File: src/rv_macros.svh
////////////////////
// Width and reset constants shared by the package and the RTL.
// Memories are word addressed; depths are 2**AW words.
// RV_RESET_PC must be word aligned and inside the instruction memory.
////////////////////
`ifndef RV_MACROS_SVH
`define RV_MACROS_SVH

// data path width of 32 only
`define RV_XLEN 32

// instruction memory word-address width (256 words)
`define RV_IMEM_AW 8

// data memory word-address width (256 words)
`define RV_DMEM_AW 8

// first fetch address after reset
`define RV_RESET_PC 32'h0000_0000

`endif
File: src/rv_pkg.sv
////////////////////
// Types for the RV32I subset core.
// Opcodes outside opcode_e decode as no-ops.
// Only signed branches and JAL redirect the pc.
////////////////////
`include "rv_macros.svh"

package rv_pkg;

    typedef logic [`RV_XLEN-1:0]    word_t;
    typedef logic [4:0]             reg_idx_t;
    typedef logic [`RV_IMEM_AW-1:0] imem_addr_t;

    typedef enum logic [6:0] {
        opc_op     = 7'b0110011,
        opc_op_imm = 7'b0010011,
        opc_load   = 7'b0000011,
        opc_store  = 7'b0100011,
        opc_branch = 7'b1100011,
        opc_lui    = 7'b0110111,
        opc_jal    = 7'b1101111
    } opcode_e;

    typedef enum logic [3:0] {
        alu_add,
        alu_sub,
        alu_and,
        alu_or,
        alu_xor,
        alu_sll,
        alu_srl,
        alu_sra,
        alu_slt,
        alu_sltu,
        alu_pass_b      // lui result
    } alu_op_e;

    typedef enum logic [2:0] {
        br_none,
        br_beq,
        br_bne,
        br_blt,
        br_bge,
        br_jal
    } branch_e;

    typedef enum logic [1:0] {
        wb_alu,
        wb_mem,
        wb_pc_plus4
    } wb_sel_e;

    typedef struct packed {
        reg_idx_t rs1;
        reg_idx_t rs2;
        reg_idx_t rd;
        alu_op_e  alu_op;
        logic     use_imm;      // operand b from imm
        logic     zero_a;       // operand a forced to zero
        logic     reg_write;
        logic     mem_write;
        wb_sel_e  wb_sel;
        branch_e  branch;
    } ctrl_t;

    typedef struct packed {
        logic eq;
        logic lt_signed;
    } alu_flags_t;

    // retirement write trace
    typedef struct packed {
        logic     en;
        reg_idx_t rd;
        word_t    data;
    } wb_t;

endpackage

File: src/rv_decoder.sv
////////////////////
// Combinational decode of the kept RV32I subset.
// Unknown opcodes write nothing and never redirect.
// B and J immediates come out as byte offsets.
// Writes to x0 stay enabled here; the register file drops them.
////////////////////
`timescale 1ns/1ps

module rv_decoder import rv_pkg::*; (
    input  word_t inst,
    output ctrl_t ctrl,
    output word_t imm
);

    opcode_e    opcode;
    logic [2:0] funct3;
    logic       alt;        // funct7 bit 5 picks sub or sra
    word_t      imm_i;
    word_t      imm_s;
    word_t      imm_b;
    word_t      imm_u;
    word_t      imm_j;

    function automatic alu_op_e arith_op(input logic [2:0] f3, input logic alt_sel);
        alu_op_e op;
        case (f3)
            3'b000:  op = alt_sel ? alu_sub : alu_add;
            3'b001:  op = alu_sll;
            3'b010:  op = alu_slt;
            3'b011:  op = alu_sltu;
            3'b100:  op = alu_xor;
            3'b101:  op = alt_sel ? alu_sra : alu_srl;
            3'b110:  op = alu_or;
            default: op = alu_and;
        endcase
        return op;
    endfunction

    assign opcode = opcode_e'(inst[6:0]);
    assign funct3 = inst[14:12];
    assign alt    = inst[30];

    assign imm_i = {{20{inst[31]}}, inst[31:20]};
    assign imm_s = {{20{inst[31]}}, inst[31:25], inst[11:7]};
    assign imm_b = {{19{inst[31]}}, inst[31], inst[7], inst[30:25], inst[11:8], 1'b0};
    assign imm_u = {inst[31:12], 12'b0};
    assign imm_j = {{11{inst[31]}}, inst[31], inst[19:12], inst[20], inst[30:21], 1'b0};

    always_comb begin
        ctrl.rs1       = inst[19:15];
        ctrl.rs2       = inst[24:20];
        ctrl.rd        = inst[11:7];
        ctrl.alu_op    = alu_add;
        ctrl.use_imm   = 1'b0;
        ctrl.zero_a    = 1'b0;
        ctrl.reg_write = 1'b0;
        ctrl.mem_write = 1'b0;
        ctrl.wb_sel    = wb_alu;
        ctrl.branch    = br_none;
        imm            = '0;
        case (opcode)
            opc_op: begin
                ctrl.alu_op    = arith_op(funct3, alt);
                ctrl.reg_write = 1'b1;
            end
            opc_op_imm: begin
                ctrl.alu_op    = arith_op(funct3, alt && (funct3 == 3'b101)); // addi has no alt
                ctrl.use_imm   = 1'b1;
                ctrl.reg_write = 1'b1;
                imm            = imm_i;  // sltiu compares this unsigned
            end
            opc_load: begin
                ctrl.use_imm   = 1'b1;
                ctrl.reg_write = 1'b1;
                ctrl.wb_sel    = wb_mem;
                imm            = imm_i;
            end
            opc_store: begin
                ctrl.use_imm   = 1'b1;
                ctrl.mem_write = 1'b1;
                imm            = imm_s;
            end
            opc_branch: begin
                ctrl.alu_op = alu_sub;   // flags only
                imm         = imm_b;
                case (funct3)
                    3'b000:  ctrl.branch = br_beq;
                    3'b001:  ctrl.branch = br_bne;
                    3'b100:  ctrl.branch = br_blt;
                    3'b101:  ctrl.branch = br_bge;
                    default: ctrl.branch = br_none; // unsigned forms dropped
                endcase
            end
            opc_lui: begin
                ctrl.alu_op    = alu_pass_b;
                ctrl.use_imm   = 1'b1;
                ctrl.zero_a    = 1'b1;
                ctrl.reg_write = 1'b1;
                imm            = imm_u;
            end
            opc_jal: begin
                ctrl.reg_write = 1'b1;
                ctrl.wb_sel    = wb_pc_plus4;
                ctrl.branch    = br_jal;
                imm            = imm_j;
            end
            default: ;
        endcase
    end

endmodule

File: config.mk
export PLATFORM = sky130hd
export DESIGN_NAME = rv_decoder
export DESIGN_NICKNAME = d
export VERILOG_FILES = /design/src/rv_pkg.sv /design/src/rv_decoder.sv
export VERILOG_INCLUDE_DIRS = /design/src
export SDC_FILE = /design/constraint.sdc
export NUM_CORES = 1
export LEC_CHECK = 0
export ABC_AREA = 1
export BUFFER_PORTS_ARGS = -buffer_cell sky130_fd_sc_hd__buf_4
export CAP_MARGIN = 0
export CORE_AREA = 2 2 49 51
export DETAILED_ROUTE_END_ITERATION = 10
export DIE_AREA = 0 0 51 53
export PLACE_DENSITY_LB_ADDON = 0.05
export SLEW_MARGIN = 20
export SYNTH_ARGS = -nofsm -noshare
export SYNTH_HDL_FRONTEND = slang
export SYNTH_SLANG_ARGS = --single-unit
export TNS_END_PERCENT = 5
File: constraint.sdc
create_clock -name vclk -period 3
set_input_delay 0.45 -clock vclk [all_inputs]
set_output_delay 0.45 -clock vclk [all_outputs]
set_load 0.005 [all_outputs]
==> results.cfg, run 1 <==
[power_and_ir_drop]
pwr-share-clk = 0
total_power_mw = 0.104
power_leakage_nw = 0.898
comb_power_share = 1.000
p_switching_mw = 0.0465
pwr_density_cell_nw_per_um2 = 78.2
ir_worst_vdd_v = 0.0000563
seqPwrFrac = 0
switching_share = 0.448
p_int_mw = 0.0574

[placed_design]
dp_hpwl_um = 2190
gp_congestion = 0.855
io_buffers = 92

[floorplanning]
die_h_um = 53
core_area_um2 = 2150
die_x_um = 51
die-area_um2 = 2700
num_rows = 17
io_pins = 92
start_util = 0.349

[critical_path]
cp_max_fo = 13
required_ns = 2.55
crit_family = simple AND/OR/NAND/NOR gates
crit_path_end_kind = output port
path_cells = buf_4, inv_1, nand2_1, nor2_2, o21ai_4, nand2_2, nand2_2, nand2_1, buf_4
slowest_stage = nor2_2
path_class = input pin to output port
startpoint_type = input pin
worstPathArrival_ns = 1.68
max_stage_delay_ns = 0.41
crit_buf_inv = 3

[synth]
synth_cells = 154
netlist_top_cells_area = nand2_1 (36%), buf_4 (16%), nand3_1 (7.3%)
yosysMostFrequentCell = nand2_1
synth_top_cell_area_share = 0.360
synth_warnings = 0
ys_top_cells_by_count = nand2_1 (72), buf_4 (16), nor2_1 (13), inv_1 (12), nand3_1 (11)
synth_top_area_cell = nand2_1
yosys.cell_types.count = 18
synth_area_um2 = 751
synth-seq-area-share = 0
synth_nets = 186
syn_avg_cell_area_um2 = 4.87

[global_route]
grt_pass1_wl_um = 4080
overflow = 0
grt_use_total = 0.182
grt_max_degree = 14
antenna_found_initial = 0
grt_pass1_vias = 1011

[route]
avgViaCountPerCell = 4.69
wire_per_inst_um = 10.1
drc = 0
drtIter0Drc = 24
dr.pass1.iters = 4
ant_nets = 0
drt-total-wl_um = 2570
via_count = 1195

[finish]
nFillCells = 218
final.clkbuf_count = 0
fin_util = 0.619
area_growth_pct = 77.0
finalNetCount = 261
multiInputGateArea_um2 = 554
layout-drive-gt1-share = 0.449
antenna_cells = 0
seq_cell_count = 0
regArea_um2 = 0

[sta]
setup_viol = 0
fmax_ghz = 0.470
period_minus_slack_ns = 2.13
hold_viol = 0
post-route-period-util = 0.710
tightest_slew_ns = 0.517
slew_headroom = 0.655
tns_ns = 0
rsz0062_at_grt = no
drv_slew = 0

[cts]
cts_setup_buffers = 0
cts_resized = 0
hold_buffers = 0

[run]
cap_violations = 0

[worst_hold_path]
hp-class = input pin to output port

[status]
status = finished, final reports clean
==> layout make-up <==
type                            instances  area share
Multi-Input combinational cell        122       0.417
Inverter                               13      0.0367
Timing Repair Buffer                   92       0.520
Tap cell                               28      0.0264
==> logic make-up after synthesis <==
family	Yosys count	share of synthesized area
and+or+nand+nor	111	0.630
buffers and inverters	32	0.262
AOI/OAI and AO/OA	11	0.108
==> through the flow <==
| stage | hold WS [ns] | std cells | instance area [um2] | worst slack (ns) |
|---|---|---|---|---|
| finish | 1.08 | 255 | 1330 | 0.871 |
| detailed placement | 1.08 | 255 | 1330 | 0.863 |
| global route | 1.08 | 255 | 1330 | 0.662 |
| floorplan | 0.933 | 154 | 751 | 1.38 |
| CTS | 1.08 | 255 | 1330 | 0.865 |
| global placement | 1.08 | 255 | 1330 | 0.912 |
==> power groups by stage <==
stage / Sequential [mW] / Combinational (mW) / Clock [mW]
6_report: 0 / 0.104 / 0
5_1_grt: 0 / 0.115 / 0
4_1_cts: 0 / 0.105 / 0
3_5_place_dp: 0 / 0.104 / 0
3_3_place_gp: 0 / 0.103 / 0
2_1_floorplan: 0 / 0.0453 / 0
==> metal layers <==
| metal | GRT usage | part of all wire | vias to the layer above |
|---|---|---|---|
| met1 | 0.221 | 0.38 | 516 |
| met4 | 0 | 0 | 0 |
| met2 | 0.366 | 0.50 | 61 |
| met3 | 0.0141 | 0.12 | 0 |
| li1 | - | - | 618 |
| met5 | 0 | 0 | - |
==> final timing paths <==
kind                  from        to  slack (ns)  cells after the start
hold / removal    inst[17]  ctrl[25]        1.08                      2
setup / recovery   inst[3]   imm[21]        0.87                      9
==> placed cells by master (no fill, tap or decap) <==
| master | count |
|---|---|
| buf_4 | 92 |
| nand2_1 | 72 |
| nor2_1 | 13 |
| inv_1 | 12 |
| nand3_1 | 11 |
| nand2_2 | 5 |
| a21boi_0 | 5 |
| nand4_1 | 5 |
| o21ai_0 | 4 |
| nor2_2 | 2 |
| inv_2 | 1 |
| nand3_2 | 1 |
| o21ai_4 | 1 |
| a21boi_1 | 1 |
| nor4_1 | 1 |
| nor3b_1 | 1 |
No activity file was read; power rests on OpenSTA's default activity.
==> run 2: changes to the inputs <==
CORE_AREA = 2 2 50 52   (was 2 2 49 51)
DIE_AREA = 0 0 52 54   (was 0 0 51 53)
clock period = 2.04 ns   (was 3 ns; I/O delays follow)
==> run 2 against run 1 <==
Net effect: first-iteration DRC count shrank 4.2%; final cell count grew 1.2%; sequential share of layout area did not move; routed wire length rose by 1.9%.
==> results.cfg, run 2 (same netlist as run 1, synthesis figures left out) <==
[status]
status = finished, final reports clean

[finish]
area_growth_pct = 78.3
layout_common_cells = buf_4 (93), nand2_1 (72), nor2_1 (13)
finalNetCount = 262
seq_cell_count = 0
final.clkbuf_count = 0
regArea_um2 = 0
antenna_cells = 0
final_common_cell = buf_4
layout-drive-gt1-share = 0.452

[critical_path]
path_class = input pin to output port
max_stage_delay_ns = 0.22
crit_path_end_kind = output port
cp_max_fo = 13
slowest_stage = nand2_2
path_cells = buf_4, inv_1, nand2_1, nor2_2, nand2_2, nand2_2, nor2_1, nor2_1, buf_4
worstPathArrival_ns = 1.43
startpoint_type = input pin
required_ns = 1.73

[sta]
setup_viol = 0
tightest_slew_ns = 0.433
slew_headroom = 0.710
period_minus_slack_ns = 1.74
post-route-period-util = 0.853
tns_ns = 0
fmax_ghz = 0.574
rsz0062_at_grt = no
hold_viol = 0
drv_slew = 0

[run]
cap_violations = 0

[floorplanning]
start_util = 0.324
die-area_um2 = 2810
num_rows = 18
die_h_um = 54
io_pins = 92
core_area_um2 = 2320
die_x_um = 52

[route]
drc = 0
drt-total-wl_um = 2620
drtIter0Drc = 23
ant_nets = 0
wire_per_inst_um = 10.2
dr.pass1.iters = 4
via_count = 1190
avgViaCountPerCell = 4.61

[worst_hold_path]
hold_end = ctrl[24]
hp-class = input pin to output port
hp-start = inst[16]
holdPathStages = 2

[global_route]
grt_use_total = 0.171
antenna_found_initial = 0
grt_pass1_wl_um = 3910
grt_max_degree = 14
overflow = 0
grt_pass1_vias = 943

[power_and_ir_drop]
power_leakage_nw = 0.904
total_power_mw = 0.154
ir_worst_vdd_v = 0.0000783
pwr_density_cell_nw_per_um2 = 115

[placed_design]
io_buffers = 92
gp_congestion = 0.806
dp_hpwl_um = 2180

[cts]
cts_setup_buffers = 0
cts_resized = 0
hold_buffers = 0
[run 2: cell type report]
class | instances | area [um2]
multi-input combinational | 122 | 554
inverter | 13 | 48.8
tap | 30 | 37.5
timing repair buffer | 93 | 698
fill | 234 | 981
[run 2: per-stage QoR]
step	setup slack (ns)	cells	instance area [um2]	utilization	hold slack [ns]
2_1_floorplan	0.710	154	751	-	0.645
3_3_place_gp	0.306	258	1340	0.577	0.788
3_5_place_dp	0.305	258	1340	0.577	0.789
4_1_cts	0.294	258	1340	0.577	0.789
5_1_grt	0.0785	258	1340	0.577	0.791
6_report	0.299	258	1340	0.577	0.788
[run 2: worst max path at each step]
stage,slack (ns),end,startpoint,depth (start not counted)
floorplan,0.71,imm[20],inst[4],8
detailed placement,0.31,imm[20],inst[6],7
global placement,0.31,imm[20],inst[6],7
CTS,0.29,imm[31],inst[4],9
finish,0.30,imm[31],inst[4],9
global route,0.08,imm[27],inst[5],8
[run 2: critical path: cells and delay by family]
family                 cells  cell delay (ns)
and+or+nand+nor            6             0.84
buffers and inverters      3             0.30
[run 2: routing by layer]
layer  vias to the layer above  GRT usage  share of wire
li1                        618          -              -
met1                       509      0.208           0.39
met2                        63      0.348           0.50
met3                         0    0.00556           0.11
met4                         0          0              0
met5                         -          0              0
[run 2: power breakdown]
part / switching [mW] / internal, mW
Sequential: 0 / 0
Clock: 0 / 0
Combinational: 0.0692 / 0.0851
Total: 0.0692 / 0.0851
==> run 3: changes to the inputs <==
SETUP_SLACK_MARGIN = 0.3   (was default)
==> run 3 against run 2 <==
Net effect: first-iteration DRC count grew 8.7%; routed wire length grew 2.8%; combinational power grew 3%; critical path type unchanged.
==> results.cfg, run 3 (same netlist as run 1, synthesis figures left out) <==
[global_route]
overflow = 0
grt_use_met2 = 0.348
grt_use_total = 0.171
grt.met3_usage = 0.00556
use_met1 = 0.208
antenna_found_initial = 0
grt_pass1_wl_um = 3910
grt_max_degree = 14
grt_pass1_vias = 943
grt.busiest_layer = met2

[power_and_ir_drop]
p_int_mw = 0.0862
switching_share = 0.457
pwr-share-clk = 0
ir_worst_vdd_v = 0.0000865
seqPwrFrac = 0
power_leakage_nw = 0.916
comb_power_share = 1.000
p_switching_mw = 0.0727
pwr_density_cell_nw_per_um2 = 115

[route]
avgViaCountPerCell = 4.63
wire_per_inst_um = 10.4
drtIter0Drc = 25
drt-total-wl_um = 2690
drc = 0
ant_nets = 0
dr.pass1.iters = 6
via_count = 1198

[finish]
finalNetCount = 263
layout_common_cells = buf_4 (93), nand2_1 (71), nor2_1 (12)
final_common_cell = buf_4
area_growth_pct = 83.8
final.clkbuf_count = 0
layout-drive-gt1-share = 0.472
nFillCells = 233
seq_cell_count = 0
regArea_um2 = 0
antenna_cells = 0

[placed_design]
dp_hpwl_um = 2180
io_buffers = 92
dp_slack_ns = 0.305
gp_congestion = 0.806

[status]
status = finished, final reports clean

[floorplanning]
die-area_um2 = 2810
die_h_um = 54
num_rows = 18
die_x_um = 52
core_area_um2 = 2320
start_util = 0.324
io_pins = 92

[sta]
period_minus_slack_ns = 1.67
hold_viol = 0
setup_ws_ns = 0.371
tightest_slew_ns = 0.287
tns_ns = 0
drv_slew = 0
setup_viol = 0
rsz0062_at_grt = yes
fmax_ghz = 0.599
post-route-period-util = 0.818
slew_headroom = 0.808

[critical_path]
required_ns = 1.73
path_cells = buf_4, nand2_1, nor2_1, nand2_2, clkinvlp_4, nor2_1, nand2_1, buf_4
slowest_stage = clkinvlp_4
crit_path_end_kind = output port
crit_family = simple AND/OR/NAND/NOR gates
startpoint_type = input pin
max_stage_delay_ns = 0.21
crit_buf_inv = 3
cp_max_fo = 7
worstPathArrival_ns = 1.36
path_class = input pin to output port

[worst_hold_path]
hp-class = input pin to output port

[run]
cap_violations = 0

[cts]
hold_buffers = 0
cts_setup_buffers = 0
-- run 3: changes by cell type in the layout (fill, tap and decap cells not counted), sizes merged --
cell | previous run | this run
clkinvlp | 0 | 2
inv | 13 | 12
-- run 3: final timing paths --
path / endpoint / startpoint / cells past startpoint
min: ctrl[24] / inst[16] / 2
max: ctrl[8] / inst[1] / 8
-- run 3: routing by layer --
layer	up-vias	wire, um
met2	53	1380
met4	0	0
met5	-	0
li1	620	-
met3	0	249
met1	525	1070
-- run 3: layout make-up --
cell class | instances | area (um2) | area share
inverters | 13 | 52.6 | 0.0381
repair buffers | 93 | 698 | 0.506
multi-input cells | 122 | 584 | 0.423
well taps | 30 | 37.5 | 0.0272
repair inverters | 1 | 7.51 | 0.00544
-- run 3: power by group through the flow --
stage | combinational (mW) | sequential, mW | clock (mW)
floorplan | 0.0666 | 0 | 0
global placement | 0.152 | 0 | 0
detailed placement | 0.155 | 0 | 0
CTS | 0.155 | 0 | 0
global route | 0.176 | 0 | 0
finish | 0.159 | 0 | 0
-- run 3: per-stage QoR --
step / area (um2) / power, mW / hold WS, ns / instances / utilization
6_report: 1380 / 0.159 / 0.788 / 259 / 0.595
5_1_grt: 1380 / 0.176 / 0.791 / 259 / 0.595
4_1_cts: 1340 / 0.155 / 0.789 / 258 / 0.577
3_5_place_dp: 1340 / 0.155 / 0.789 / 258 / 0.577
3_3_place_gp: 1340 / 0.152 / 0.788 / 258 / 0.577
2_1_floorplan: 751 / 0.0666 / 0.645 / 154 / -
-- run 3: what timing repair did --
item,CTS,global route
setup endpoints to repair,1,34
gates cloned,0,1
gates resized for setup,0,10
